File: src/ntt_pkg.sv
// ============================
// Shared widths, modulus, mode encoding and APB register map
// Single prime q = 8380417, coefficients are 23 bits wide
// ============================
`default_nettype none

package ntt_pkg;

    // ============================
    // Data widths
    // ============================
    localparam int COEFF_W = 23;

    typedef logic [COEFF_W-1:0]   coeff_t;
    typedef logic [2*COEFF_W-1:0] prod_t;

    // ML-DSA prime, q = 2^23 - 2^13 + 1
    localparam coeff_t NTT_Q = 23'd8380417;

    // Butterfly modes, values match CTRL bits 2..0
    typedef enum logic [2:0] {
        ct  = 3'd0,
        gs  = 3'd1,
        pwm = 3'd2,
        pwa = 3'd3,
        pws = 3'd4
    } mode_t;

    // Issue to result, identical for every mode
    localparam int BFLY_LATENCY = 4;

    // ============================
    // APB register map
    // ============================
    typedef logic [7:0]  apb_addr_t;
    typedef logic [31:0] apb_data_t;

    localparam apb_addr_t REG_CTRL   = 8'h00;
    localparam apb_addr_t REG_OPU    = 8'h04;
    localparam apb_addr_t REG_OPV    = 8'h08;
    localparam apb_addr_t REG_OPW    = 8'h0C;
    localparam apb_addr_t REG_CMD    = 8'h10;
    localparam apb_addr_t REG_STATUS = 8'h14;
    localparam apb_addr_t REG_RES0   = 8'h18;
    localparam apb_addr_t REG_RES1   = 8'h1C;

endpackage

`default_nettype wire

File: src/ntt_add_sub_mod.sv
// ============================
// Registered modular add or subtract, one cycle
// Both operands must already be below q
// ============================
`default_nettype none

module ntt_add_sub_mod
    import ntt_pkg::*;
(
    input  wire    clk,
    input  wire    reset_n,
    input  logic   sub_i,
    input  coeff_t opa_i,
    input  coeff_t opb_i,
    output coeff_t res_o
);

    // One spare bit holds the carry or the borrow
    logic [COEFF_W:0] sum;
    logic [COEFF_W:0] diff;
    logic [COEFF_W:0] sum_corr;
    logic [COEFF_W:0] diff_corr;
    coeff_t           res_d;

    always_comb begin
        sum       = {1'b0, opa_i} + {1'b0, opb_i};
        diff      = {1'b0, opa_i} - {1'b0, opb_i};
        sum_corr  = sum - {1'b0, NTT_Q};
        diff_corr = diff + {1'b0, NTT_Q};

        if (sub_i) begin
            // Borrow out of the top bit means u < v
            res_d = diff[COEFF_W] ? diff_corr[COEFF_W-1:0] : diff[COEFF_W-1:0];
        end else begin
            res_d = (sum >= {1'b0, NTT_Q}) ? sum_corr[COEFF_W-1:0] : sum[COEFF_W-1:0];
        end
    end

    always_ff @(posedge clk or negedge reset_n) begin
        if (!reset_n) begin
            res_o <= '0;
        end else begin
            res_o <= res_d;
        end
    end

endmodule

`default_nettype wire

File: src/ntt_apb_regs.sv
// ============================
// APB3 register block, zero wait states
// Operand writes at or above q are refused with pslverr
// ============================
`default_nettype none

module ntt_apb_regs
    import ntt_pkg::*;
(
    input  wire       clk,
    input  wire       reset_n,
    input  apb_addr_t paddr_i,
    input  logic      psel_i,
    input  logic      penable_i,
    input  logic      pwrite_i,
    input  apb_data_t pwdata_i,
    output apb_data_t prdata_o,
    output logic      pready_o,
    output logic      pslverr_o,
    output mode_t     mode_o,
    output logic      accumulate_o,
    output coeff_t    opu_o,
    output coeff_t    opv_o,
    output coeff_t    opw_o,
    output logic      issue_o,
    input  coeff_t    res0_i,
    input  coeff_t    res1_i
);

    logic      access, wr_en, rd_en;
    logic      addr_mapped, addr_operand, operand_bad, wr_reject;
    logic      cmd_issue, capture, busy;
    logic      acc_q, done_q;
    mode_t     mode_q;
    coeff_t    opu_q, opv_q, opw_q, res0_q, res1_q;
    apb_data_t rdata;

    // One bit per cycle an operation spends in the butterfly
    logic [BFLY_LATENCY-1:0] valid_pipe;

    // ============================
    // Decode
    // ============================
    assign access = psel_i && penable_i;
    assign wr_en  = access && pwrite_i;
    assign rd_en  = access && !pwrite_i;

    always_comb begin
        case (paddr_i)
            REG_CTRL, REG_OPU, REG_OPV, REG_OPW,
            REG_CMD, REG_STATUS, REG_RES0, REG_RES1: addr_mapped = 1'b1;
            default: addr_mapped = 1'b0;
        endcase
    end

    assign addr_operand = (paddr_i == REG_OPU) || (paddr_i == REG_OPV) || (paddr_i == REG_OPW);
    assign operand_bad  = (|pwdata_i[31:COEFF_W]) || (pwdata_i[COEFF_W-1:0] >= NTT_Q);
    assign wr_reject    = addr_operand && operand_bad;

    assign pready_o  = 1'b1;
    assign pslverr_o = access && (!addr_mapped || (pwrite_i && wr_reject));

    assign cmd_issue = wr_en && (paddr_i == REG_CMD) && pwdata_i[0];
    assign capture   = valid_pipe[BFLY_LATENCY-1];
    assign busy      = |valid_pipe;

    // ============================
    // Writable registers
    // ============================
    always_ff @(posedge clk or negedge reset_n) begin
        if (!reset_n) begin
            mode_q <= ct;
            acc_q  <= 1'b0;
            opu_q  <= '0;
            opv_q  <= '0;
            opw_q  <= '0;
        end else if (wr_en && !wr_reject) begin
            case (paddr_i)
                REG_CTRL: begin
                    mode_q <= mode_t'(pwdata_i[2:0]);
                    acc_q  <= pwdata_i[3];
                end
                REG_OPU: opu_q <= pwdata_i[COEFF_W-1:0];
                REG_OPV: opv_q <= pwdata_i[COEFF_W-1:0];
                REG_OPW: opw_q <= pwdata_i[COEFF_W-1:0];
                default: ;
            endcase
        end
    end

    // Valid pipe, done flag and result capture
    always_ff @(posedge clk or negedge reset_n) begin
        if (!reset_n) begin
            valid_pipe <= '0;
            done_q     <= 1'b0;
            res0_q     <= '0;
            res1_q     <= '0;
        end else begin
            valid_pipe <= {valid_pipe[BFLY_LATENCY-2:0], cmd_issue};
            // A new launch wins over a capture in the same cycle
            if (cmd_issue) begin
                done_q <= 1'b0;
            end else if (capture) begin
                done_q <= 1'b1;
            end
            if (capture) begin
                res0_q <= res0_i;
                res1_q <= res1_i;
            end
        end
    end

    // ============================
    // Read data
    // ============================
    always_comb begin
        case (paddr_i)
            REG_CTRL:   rdata = apb_data_t'({acc_q, mode_q});
            REG_OPU:    rdata = apb_data_t'(opu_q);
            REG_OPV:    rdata = apb_data_t'(opv_q);
            REG_OPW:    rdata = apb_data_t'(opw_q);
            REG_STATUS: rdata = apb_data_t'({done_q, busy});
            REG_RES0:   rdata = apb_data_t'(res0_q);
            REG_RES1:   rdata = apb_data_t'(res1_q);
            default:    rdata = '0;
        endcase
    end

    assign prdata_o = rd_en ? rdata : '0;

    assign mode_o       = mode_q;
    assign accumulate_o = acc_q;
    assign opu_o        = opu_q;
    assign opv_o        = opv_q;
    assign opw_o        = opw_q;
    assign issue_o      = cmd_issue;

endmodule

`default_nettype wire

File: src/ntt_butterfly.sv
// ============================
// Five-mode NTT butterfly, results four cycles after issue in every mode
// gs uses the multiplier one cycle later than ct and pwm, so a gs issue
// directly followed by a ct or pwm issue collides (APB spaces issues by 2)
// ============================
`default_nettype none

module ntt_butterfly
    import ntt_pkg::*;
(
    input  wire    clk,
    input  wire    reset_n,
    input  logic   issue_i,
    input  mode_t  mode_i,
    input  logic   accumulate_i,
    input  coeff_t opu_i,
    input  coeff_t opv_i,
    input  coeff_t opw_i,
    output coeff_t res0_o,
    output coeff_t res1_o
);

    // Control delay lines
    logic  issue_d1;
    mode_t mode_d1, mode_d2, mode_d3, mode_d4;
    logic  acc_d1, acc_d2, acc_d3;

    // Operand delay lines
    coeff_t u_d1, u_d2, u_d3;
    coeff_t v_d1, v_d2, v_d3;
    coeff_t w_d1, w_d2, w_d3;

    // Pre-stage difference and its delayed copies for pws
    coeff_t diff_q1, diff_half;
    coeff_t diff_d2, diff_d3, diff_d4;

    coeff_t mul_opa, mul_opb, mul_res;
    coeff_t add_opa, add_opb, add_res, sub_res;
    logic   gs_mul_slot;

    // x/2 mod q, odd values get q added first
    function automatic coeff_t halve_mod(input coeff_t x);
        logic [COEFF_W:0] t;
        t = x[0] ? ({1'b0, x} + {1'b0, NTT_Q}) : {1'b0, x};
        return t[COEFF_W:1];
    endfunction

    always_ff @(posedge clk or negedge reset_n) begin
        if (!reset_n) begin
            issue_d1 <= 1'b0;
            mode_d1  <= ct;
            mode_d2  <= ct;
            mode_d3  <= ct;
            mode_d4  <= ct;
            acc_d1   <= 1'b0;
            acc_d2   <= 1'b0;
            acc_d3   <= 1'b0;
        end else begin
            issue_d1 <= issue_i;
            mode_d1  <= mode_i;
            mode_d2  <= mode_d1;
            mode_d3  <= mode_d2;
            mode_d4  <= mode_d3;
            acc_d1   <= accumulate_i;
            acc_d2   <= acc_d1;
            acc_d3   <= acc_d2;
        end
    end

    always_ff @(posedge clk) begin
        u_d1    <= opu_i;
        u_d2    <= u_d1;
        u_d3    <= u_d2;
        v_d1    <= opv_i;
        v_d2    <= v_d1;
        v_d3    <= v_d2;
        w_d1    <= opw_i;
        w_d2    <= w_d1;
        w_d3    <= w_d2;
        diff_d2 <= diff_q1;
        diff_d3 <= diff_d2;
        diff_d4 <= diff_d3;
    end

    // ============================
    // Stage 0 and 1, pre-subtract and multiplier feed
    // ============================
    ntt_add_sub_mod pre_sub_inst (
        .clk     (clk),
        .reset_n (reset_n),
        .sub_i   (1'b1),
        .opa_i   (opu_i),
        .opb_i   (opv_i),
        .res_o   (diff_q1)
    );

    assign diff_half   = halve_mod(diff_q1);
    assign gs_mul_slot = issue_d1 && (mode_d1 == gs);

    // gs enters the multiplier at stage 1 with (u-v)/2 and w
    always_comb begin
        if (gs_mul_slot) begin
            mul_opa = diff_half;
            mul_opb = w_d1;
        end else if (mode_i == pwm) begin
            mul_opa = opu_i;
            mul_opb = opv_i;
        end else begin
            mul_opa = opv_i;
            mul_opb = opw_i;
        end
    end

    ntt_mult_reduction mul_inst (
        .clk     (clk),
        .reset_n (reset_n),
        .opa_i   (mul_opa),
        .opb_i   (mul_opb),
        .res_o   (mul_res)
    );

    // ============================
    // Stage 3, post add and subtract
    // ============================
    always_comb begin
        case (mode_d3)
            ct: begin
                add_opa = u_d3;
                add_opb = mul_res;
            end
            gs, pwa: begin
                add_opa = u_d3;
                add_opb = v_d3;
            end
            pwm: begin
                add_opa = acc_d3 ? w_d3 : '0;
                add_opb = mul_res;
            end
            default: begin
                add_opa = '0;
                add_opb = '0;
            end
        endcase
    end

    ntt_add_sub_mod post_add_inst (
        .clk     (clk),
        .reset_n (reset_n),
        .sub_i   (1'b0),
        .opa_i   (add_opa),
        .opb_i   (add_opb),
        .res_o   (add_res)
    );

    // Only ct reads this result
    ntt_add_sub_mod post_sub_inst (
        .clk     (clk),
        .reset_n (reset_n),
        .sub_i   (1'b1),
        .opa_i   (u_d3),
        .opb_i   (mul_res),
        .res_o   (sub_res)
    );

    // Output select by the mode that travelled with the operands
    always_comb begin
        res0_o = '0;
        res1_o = '0;
        case (mode_d4)
            ct: begin
                res0_o = add_res;
                res1_o = sub_res;
            end
            gs: begin
                res0_o = halve_mod(add_res);
                res1_o = mul_res;
            end
            pwm, pwa: res0_o = add_res;
            pws:      res0_o = diff_d4;
            default: begin
                res0_o = '0;
                res1_o = '0;
            end
        endcase
    end

endmodule

`default_nettype wire

File: src/ntt_butterfly_top.sv
// ============================
// Butterfly unit behind an APB3 slave
// Issues are at least two cycles apart, one per APB write
// ============================
`default_nettype none

module ntt_butterfly_top
    import ntt_pkg::*;
(
    input  wire       clk,
    input  wire       reset_n,
    input  apb_addr_t paddr_i,
    input  logic      psel_i,
    input  logic      penable_i,
    input  logic      pwrite_i,
    input  apb_data_t pwdata_i,
    output apb_data_t prdata_o,
    output logic      pready_o,
    output logic      pslverr_o
);

    mode_t  mode;
    logic   accumulate;
    logic   issue;
    coeff_t opu, opv, opw;
    coeff_t res0, res1;

    ntt_apb_regs regs_inst (
        .clk          (clk),
        .reset_n      (reset_n),
        .paddr_i      (paddr_i),
        .psel_i       (psel_i),
        .penable_i    (penable_i),
        .pwrite_i     (pwrite_i),
        .pwdata_i     (pwdata_i),
        .prdata_o     (prdata_o),
        .pready_o     (pready_o),
        .pslverr_o    (pslverr_o),
        .mode_o       (mode),
        .accumulate_o (accumulate),
        .opu_o        (opu),
        .opv_o        (opv),
        .opw_o        (opw),
        .issue_o      (issue),
        .res0_i       (res0),
        .res1_i       (res1)
    );

    ntt_butterfly bfly_inst (
        .clk          (clk),
        .reset_n      (reset_n),
        .issue_i      (issue),
        .mode_i       (mode),
        .accumulate_i (accumulate),
        .opu_i        (opu),
        .opv_i        (opv),
        .opw_i        (opw),
        .res0_o       (res0),
        .res1_o       (res1)
    );

endmodule

`default_nettype wire

File: src/ntt_mult_reduction.sv
// ============================
// Three-stage 23x23 multiply with reduction modulo q
// Operands must be below q, a new pair is accepted every cycle
// ============================
`default_nettype none

module ntt_mult_reduction
    import ntt_pkg::*;
(
    input  wire    clk,
    input  wire    reset_n,
    input  coeff_t opa_i,
    input  coeff_t opb_i,
    output coeff_t res_o
);

    // Folding uses 2^23 = 2^13 - 1 (mod q)
    prod_t       prod_q;
    logic [36:0] fold1;
    logic [36:0] fold1_q;
    logic [13:0] hi2;
    logic [27:0] fold2;
    logic [4:0]  hi3;
    logic [23:0] fold3;
    logic [23:0] fold3_corr;
    coeff_t      res_d;

    // ============================
    // Stage 2 logic, first fold
    // ============================
    // Product high half is below 2^23, result stays under 2^37
    always_comb begin
        fold1 = 37'({prod_q[45:23], 13'b0})
              + 37'(prod_q[22:0])
              - 37'(prod_q[45:23]);
    end

    // ============================
    // Stage 3 logic, two more folds and final correction
    // ============================
    always_comb begin
        hi2   = fold1_q[36:23];
        fold2 = 28'({hi2, 13'b0}) + 28'(fold1_q[22:0]) - 28'(hi2);

        hi3   = fold2[27:23];
        // Below 2^23 + 2^18, so under 2q
        fold3 = 24'({hi3, 13'b0}) + 24'(fold2[22:0]) - 24'(hi3);

        fold3_corr = fold3 - {1'b0, NTT_Q};
        res_d = (fold3 >= {1'b0, NTT_Q}) ? fold3_corr[COEFF_W-1:0] : fold3[COEFF_W-1:0];
    end

    always_ff @(posedge clk or negedge reset_n) begin
        if (!reset_n) begin
            prod_q  <= '0;
            fold1_q <= '0;
            res_o   <= '0;
        end else begin
            prod_q  <= prod_t'(opa_i) * prod_t'(opb_i);
            fold1_q <= fold1;
            res_o   <= res_d;
        end
    end

endmodule

`default_nettype wire

File: config.mk
export PLATFORM = sky130hd
export DESIGN_NAME = ntt_butterfly_top
export DESIGN_NICKNAME = d
export VERILOG_FILES = /design/src/ntt_pkg.sv /design/src/ntt_add_sub_mod.sv /design/src/ntt_apb_regs.sv /design/src/ntt_butterfly.sv /design/src/ntt_butterfly_top.sv /design/src/ntt_mult_reduction.sv
export SDC_FILE = /design/constraint.sdc
export NUM_CORES = 2
export LEC_CHECK = 0
export BUFFER_PORTS_ARGS = -buffer_cell sky130_fd_sc_hd__buf_2
export CAP_MARGIN = 40
export CORE_ASPECT_RATIO = 1.2
export CORE_UTILIZATION = 55
export CTS_CLUSTER_DIAMETER = 200
export DETAILED_ROUTE_END_ITERATION = 10
export PLACE_DENSITY = 0.79
export REMOVE_ABC_BUFFERS = 1
export SYNTH_ARGS = -nofsm -noshare
export SYNTH_HDL_FRONTEND = slang
export SYNTH_HIERARCHICAL = 1
export SYNTH_SLANG_ARGS = --single-unit
export TNS_END_PERCENT = 5
File: constraint.sdc
create_clock -name clk -period 16 [get_ports clk]
set_clock_uncertainty 0.1 [all_clocks]
set_input_delay 0.8 -clock clk [delete_from_list [all_inputs] [get_ports clk]]
set_output_delay 0.8 -clock clk [all_outputs]
set_load 0.05 [all_outputs]
# Word level (Yosys, flattened, before mapping)
# Memories as Yosys holds them, arrays and structs flattened.
# Index checks and enable logic that the tools add are counted.
# totals
regBits,591
inputBits,45
n_memories,1
mem_bits_ro,32
# op_classes
reduce_logical,32
eq_ne,16
n_lt_le_gt_ge,3
addsub,15
n_mul,1
muxes,20
# memory_table
memory,depth,word_bits,rd,rd_clocked_by_memory_dff,wr,line_no,rtl
(no name shown),32,1,1,0,0,ntt_apb_regs.sv:49,case (paddr_i)
# op_table
operator,count
$mux W23,10
$pmux W23 S7,1
$pmux W23 S2,3
$pmux W23 S3,1
$add A23 B23 Y24 const B,2
$ge A24 B23 Y1 const B,2
$mux W24,2
$sub A23 B23 Y24,2
$add A23 B23 Y23 const B,2
$mul A23 B23 Y46,1
$sub A23 B23 Y23 const B,2
$add A36 B23 Y37,1
$sub A37 B23 Y37,1
$eq A8 B5 Y1 const B,4
$add A27 B23 Y28,1
$sub A28 B14 Y28,1
$add A18 B23 Y24,1
$add A23 B23 Y24,1
$sub A24 B5 Y24,1
$ge A23 B23 Y1 const B,1
$eq A8 B4 Y1 const B,2
$eq A3 B2 Y1 const B,5
$logic_and A1 B1 Y1,10
$eq A3 B1 Y1 const B,3
13 further kinds,27

# Logic depth before layout (Yosys ltp)
# logic_depth
ltp_word,7
depth_mapped,33
depth_no_buf,32

# By module
# The synthesis kept the hierarchy.
# modules_own_cells
mod,instances,area_per_inst_um2,cells_per_inst
ntt_mult_reduction,1,25882.3,2936
ntt_butterfly,1,8989.9,764
ntt_apb_regs,1,6012.0,455
ntt_add_sub_mod at bfly_inst.post_sub_inst,1,5272.6,700
ntt_add_sub_mod at bfly_inst.post_add_inst,1,5256.3,703
ntt_add_sub_mod at bfly_inst.pre_sub_inst,1,4631.9,620

# Worst setup path before layout
# Ideal clock, no wire load.
# synth_timing
path_kind,reg-to-reg
startpoint,"register regs_inst.mode_q[0], in the netlist regs_inst/mode_o[0]"
endpoint,register bfly_inst.mul_inst.prod_q[42]
required_ps,15776
path_slack_ps,7812
stages_incl_launch_ff,28
path_buffers,3
arrival_ps,7964
cell_sequence,dfrtp_1 > nor3b_1 > buf_2 > buf_4 > mux2i_1 > o21ai_0 > clkbuf_1 > nand2_1 > fa_1 > fa_1 > inv_1 > fa_1 > fa_1 > fa_1 > fa_1 > inv_1 > fa_1 > inv_1 > ha_1 > nand4_1 > or3_1 > a2111oi_0 > a211oi_1 > o211ai_1 > nand2_1 > o41ai_1 > a21oi_1 > xnor2_1
# synth_via
elab_chain_len,4
elab_cells_between_ends,6
# synth_lines
element,line_no,rtl
from (decl),ntt_apb_regs.sv:34,mode_t mode_q;
from (signal assigned),ntt_apb_regs.sv:72,mode_q <= ct;
from (signal assigned),ntt_apb_regs.sv:80,mode_q <= mode_t'(pwdata_i[2:0]);
$eq A3 B2 Y1,ntt_butterfly.sv:105,end else if (mode_i == pwm) begin
$mux W23,ntt_butterfly.sv:105,
$mux W23,ntt_butterfly.sv:102,if (gs_mul_slot) begin
net bfly_inst.mul_opb[8],ntt_butterfly.sv:37,"coeff_t mul_opa, mul_opb, mul_res;"
$mul A23 B23 Y46,ntt_mult_reduction.sv:59,prod_q <= prod_t'(opa_i) * prod_t'(opb_i);
to (signal assigned),ntt_mult_reduction.sv:59,
to (decl),ntt_mult_reduction.sv:18,prod_t prod_q;
# The timed path passes the listed nets, and every way through them passes these cells.
# A chain may end at the register's enable or synchronous reset.

# Final worst setup path
# layout_timing
startpoint,register bfly_inst.mode_d1[1]
endpoint,register bfly_inst.mul_inst.prod_q[45]
# layout_via
elab_chain_len,4
elab_cells_between_ends,5
# layout_lines
element,line_no,rtl
from (decl),ntt_butterfly.sv:25,"mode_t mode_d1, mode_d2, mode_d3, mode_d4;"
from (signal assigned),ntt_butterfly.sv:51,mode_d1 <= ct;
from (signal assigned),ntt_butterfly.sv:60,mode_d1 <= mode_i;
$eq A3 B1 Y1,ntt_butterfly.sv:98,assign gs_mul_slot = issue_d1 && (mode_d1 == gs);
$logic_and A1 B1 Y1,ntt_butterfly.sv:98,
$mux W23,ntt_butterfly.sv:102,
net bfly_inst.mul_opb[3],ntt_butterfly.sv:37,
$mul A23 B23 Y46,ntt_mult_reduction.sv:59,
# The timed path passes the listed nets, and every way through them passes these cells.

==> metrics <==
status=finished clean; mux contribution to synthesized area=0.0478; Vias per Instance=6.17; global-route wire length before repair=262000 um; H-tree Lvls=2; Startpoint Class=flip-flop; largest net degree at the start of global routing=114; largest family of logic cells by synthesized area=adder cells; Reg clk slew, reported paths=0.07 ns; pre-CTS setup slack=7.00 ns; die width=293 um; CP delay by family, top=adder cells; r2r endpoint=bfly_inst/mul_inst/prod_q[45]$_DFF_PN0_; CP arrival=9.51 ns; Root Driver=clkbuf_16; post-synthesis sequential area ratio=0.239; Placer Congestion=1.01; area growth from synthesis to layout=6.12%; HPWL Detailed=133000 um; Initial DRT Pass Iterations=8; Port Buf Inserts=68; R2R Setup Slk=6.91 ns; Min Clock Period, post-route=9.09 ns; row cnt=127; synth warn=6; total core area=100000 sq um; total routed wirelength=172000 um; RSZ-0062 raised after global routing=false; CTS buffer count=52; synth top area cells=fa_1 16%, dfrtp_1 14%, ha_1 9.9%; DIE HEIGHT=352 um; Synth Area per Inst=9.07 sq um; cells after synthesis=6178; nature of the critical path endpoint=flip-flop; reg2reg start=bfly_inst/mode_d1[1]$_DFF_PN0_; Crit Path Category=flip-flop to flip-flop; CP Max Fanout=58; max_slew headroom=0.380; post-CTS setup buffer count=0; simple-gate portion of the synthesized area=0.172; fin crit share=0.568; hold_buf cts=0; Yosys top cell by area=fa_1; final worst slack=6.91 ns; # IOs=79; worst r2r path cells=29; maximum VDD drop=0.112 mV; Worst Path Buf+Inv=8; Worst path max stage delay=0.57 ns; number of synthesized flops with an enable pin=0; fin nets=7066; Avg WL per Cell=22.8 um; layout cells sized above 1=0.0925; complex-gate fraction of the synthesized area=0.147; CTS tree=built; slew of the pin with the lowest slew margin=0.918 ns; gr usage total=0.331; initial core utilization=0.558; antenna viol nets, final=0; Final Slew Violations=0; Worst EP required=16.42 ns; drt drc=0; clk sink count=591; Slowest-stage cell, CP=buf_4; maximum root-to-sink buffer count=3; number of flip-flops under the largest register name=46; adder-cell share of the synthesized area=0.263; Die ar.=103000 sq um; Fin. Hold Viols=0; prevailing post-synth register cell=dfrtp_1; max cap viols=0; max frequency=0.110 GHz; #FFs+latches synth=591; xor-xnor portion of the synthesized cell area=0.0536; vias in the first global route=45800; Final Setup Violations=0; Worst path most repeated cell=fa_1; Sum Neg Setup Slack=0 ns; Power Dens Cells=50.5 nW/um^2; Largest Register=bfly_inst/mul_inst/prod_q; Total Power=3.00 mW; synth unique cells=134; Filler Cell Count=8575; fin util=0.592; clk_lat worst skew=0.66 ns; mapped cell area=56000 sq um; antenna violations before repair=14; Worst Hold Class=primary input to asynchronous set/reset pin; fraction of registers with async set/reset=0.533; Via Count=46400; total congestion overflow=0; initial DRC count=4370; Top Registers=bfly_inst/mul_inst/prod_q: 46 flops, bfly_inst/mul_inst/fold1_q: 37 flops; cell leakage power=27.9 nW; Resized Gates After CTS=0; Yosys top cell area share=0.164
==> worst max path at each step <==
stage	from	endpoint	slack, ns	depth (start not counted)
2_1_floorplan	bfly_inst/mode_d1[1]$_DFF_PN0_	bfly_inst/mul_inst/prod_q[44]$_DFF_PN0_	0.72	26
3_3_place_gp	bfly_inst/pre_sub_inst/res_o[0]$_DFF_PN0_	bfly_inst/mul_inst/prod_q[44]$_DFF_PN0_	7.08	31
3_5_place_dp	bfly_inst/mode_d1[1]$_DFF_PN0_	bfly_inst/mul_inst/prod_q[44]$_DFF_PN0_	7.00	31
4_1_cts	bfly_inst/mode_d1[1]$_DFF_PN0_	bfly_inst/mul_inst/prod_q[44]$_DFF_PN0_	6.94	31
5_1_grt	bfly_inst/mode_d1[1]$_DFF_PN0_	bfly_inst/mul_inst/prod_q[44]$_DFF_PN0_	6.44	30
6_report	bfly_inst/mode_d1[1]$_DFF_PN0_	bfly_inst/mul_inst/prod_q[45]$_DFF_PN0_	6.91	29
==> per-stage QoR <==
stage / std cells / hold slack, ns / instance area [sq um]
after floorplan: 5905 / 0.210 / 54700
after global placement: 7406 / 0.210 / 57500
after detailed placement: 7418 / 0.212 / 57700
after CTS: 7514 / 0.179 / 59500
after global routing: 7514 / 0.228 / 59500
final: 7519 / 0.172 / 59500
==> Yosys cell counts, drive strengths merged (17+ instances only) <==
cell and number:
inv 792, nand2 549, fa 458, ha 445
nor2 317, dfrtp 315, dfxtp 276, and2 272
a21oi 250, o21ai 242, xnor2 239, clkbuf 201
mux2 165, nor3 128, nand3 106, xor2 102
buf 84, a21o 83, mux2i 82, a211oi 76
nor2b 72, nor4 68, a22o 66, nand4 57
nand2b 47, a22oi 43, and3 40, o21a 39
o31ai 39, a31oi 34, o21bai 34, o211ai 29
or3 26, or2 25, nor3b 24, and4 22
nand3b 21, a221oi 20, a2111oi 18, o31a 18
a311oi 17
==> logic make-up (layout without fill, tap and decap cells) <==
group	Yosys count	after routing
DFF	591	591
other	4	22
muxes	247	247
adders and majority gates	903	903
xor gates and xnor gates	341	341
AOI/OAI and AO/OA	1165	1165
and+or+nand+nor	1847	1847
buffers and inverters	1080	1049
==> cell type report <==
| cell class | count | area (sq um) | area share |
|---|---|---|---|
| flip-flops and latches | 591 | 13400 | 0.225 |
| inverters | 794 | 2980 | 0.0501 |
| repair buffers | 159 | 1120 | 0.0188 |
| clock inverters | 30 | 335 | 0.00564 |
| well taps | 1354 | 1690 | 0.0285 |
| multi-input cells | 4520 | 38500 | 0.647 |
| clock buffers | 66 | 1450 | 0.0243 |
| diodes | 5 | 12.5 | 0.000210 |
==> per-layer routing <==
layer | part of all wire | track usage
met5 | 0.00067 | 0
met3 | 0.078 | 0.0516
met2 | 0.47 | 0.544
met1 | 0.38 | 0.403
met4 | 0.075 | 0.218
==> layout by cell type (no fill, tap or decap), types with 54 or more instances in the layout <==
cell | synthesis | final
inv_1 | 790 | 790
nand2_1 | 548 | 548
fa_1 | 458 | 458
ha_1 | 445 | 445
nor2_1 | 315 | 315
dfrtp_1 | 315 | 314
dfxtp_1 | 276 | 276
and2_1 | 270 | 270
xnor2_1 | 238 | 238
a21oi_1 | 246 | 231
o21ai_0 | 208 | 177
mux2_2 | 162 | 162
nor3_1 | 122 | 120
nand3_1 | 105 | 105
xor2_1 | 102 | 102
a21o_1 | 83 | 83
mux2i_1 | 82 | 82
buf_4 | 29 | 80
nor2b_1 | 71 | 71
a211oi_1 | 70 | 70
buf_2 | 26 | 69
a22o_1 | 66 | 66
nand4_1 | 57 | 57
nor4_1 | 57 | 57
clkbuf_16 | 0 | 55
o21ai_1 | 31 | 54
==> report_power, final <==
group / internal (mW) / switching, mW / leakage [nW]
Sequential: 1.49 / 0.0122 / 6.59
Clock: 0.720 / 0.599 / 0.885
Combinational: 0.0616 / 0.117 / 20.4
Total: 2.27 / 0.728 / 27.9
(Power assumes the default switching activity.)
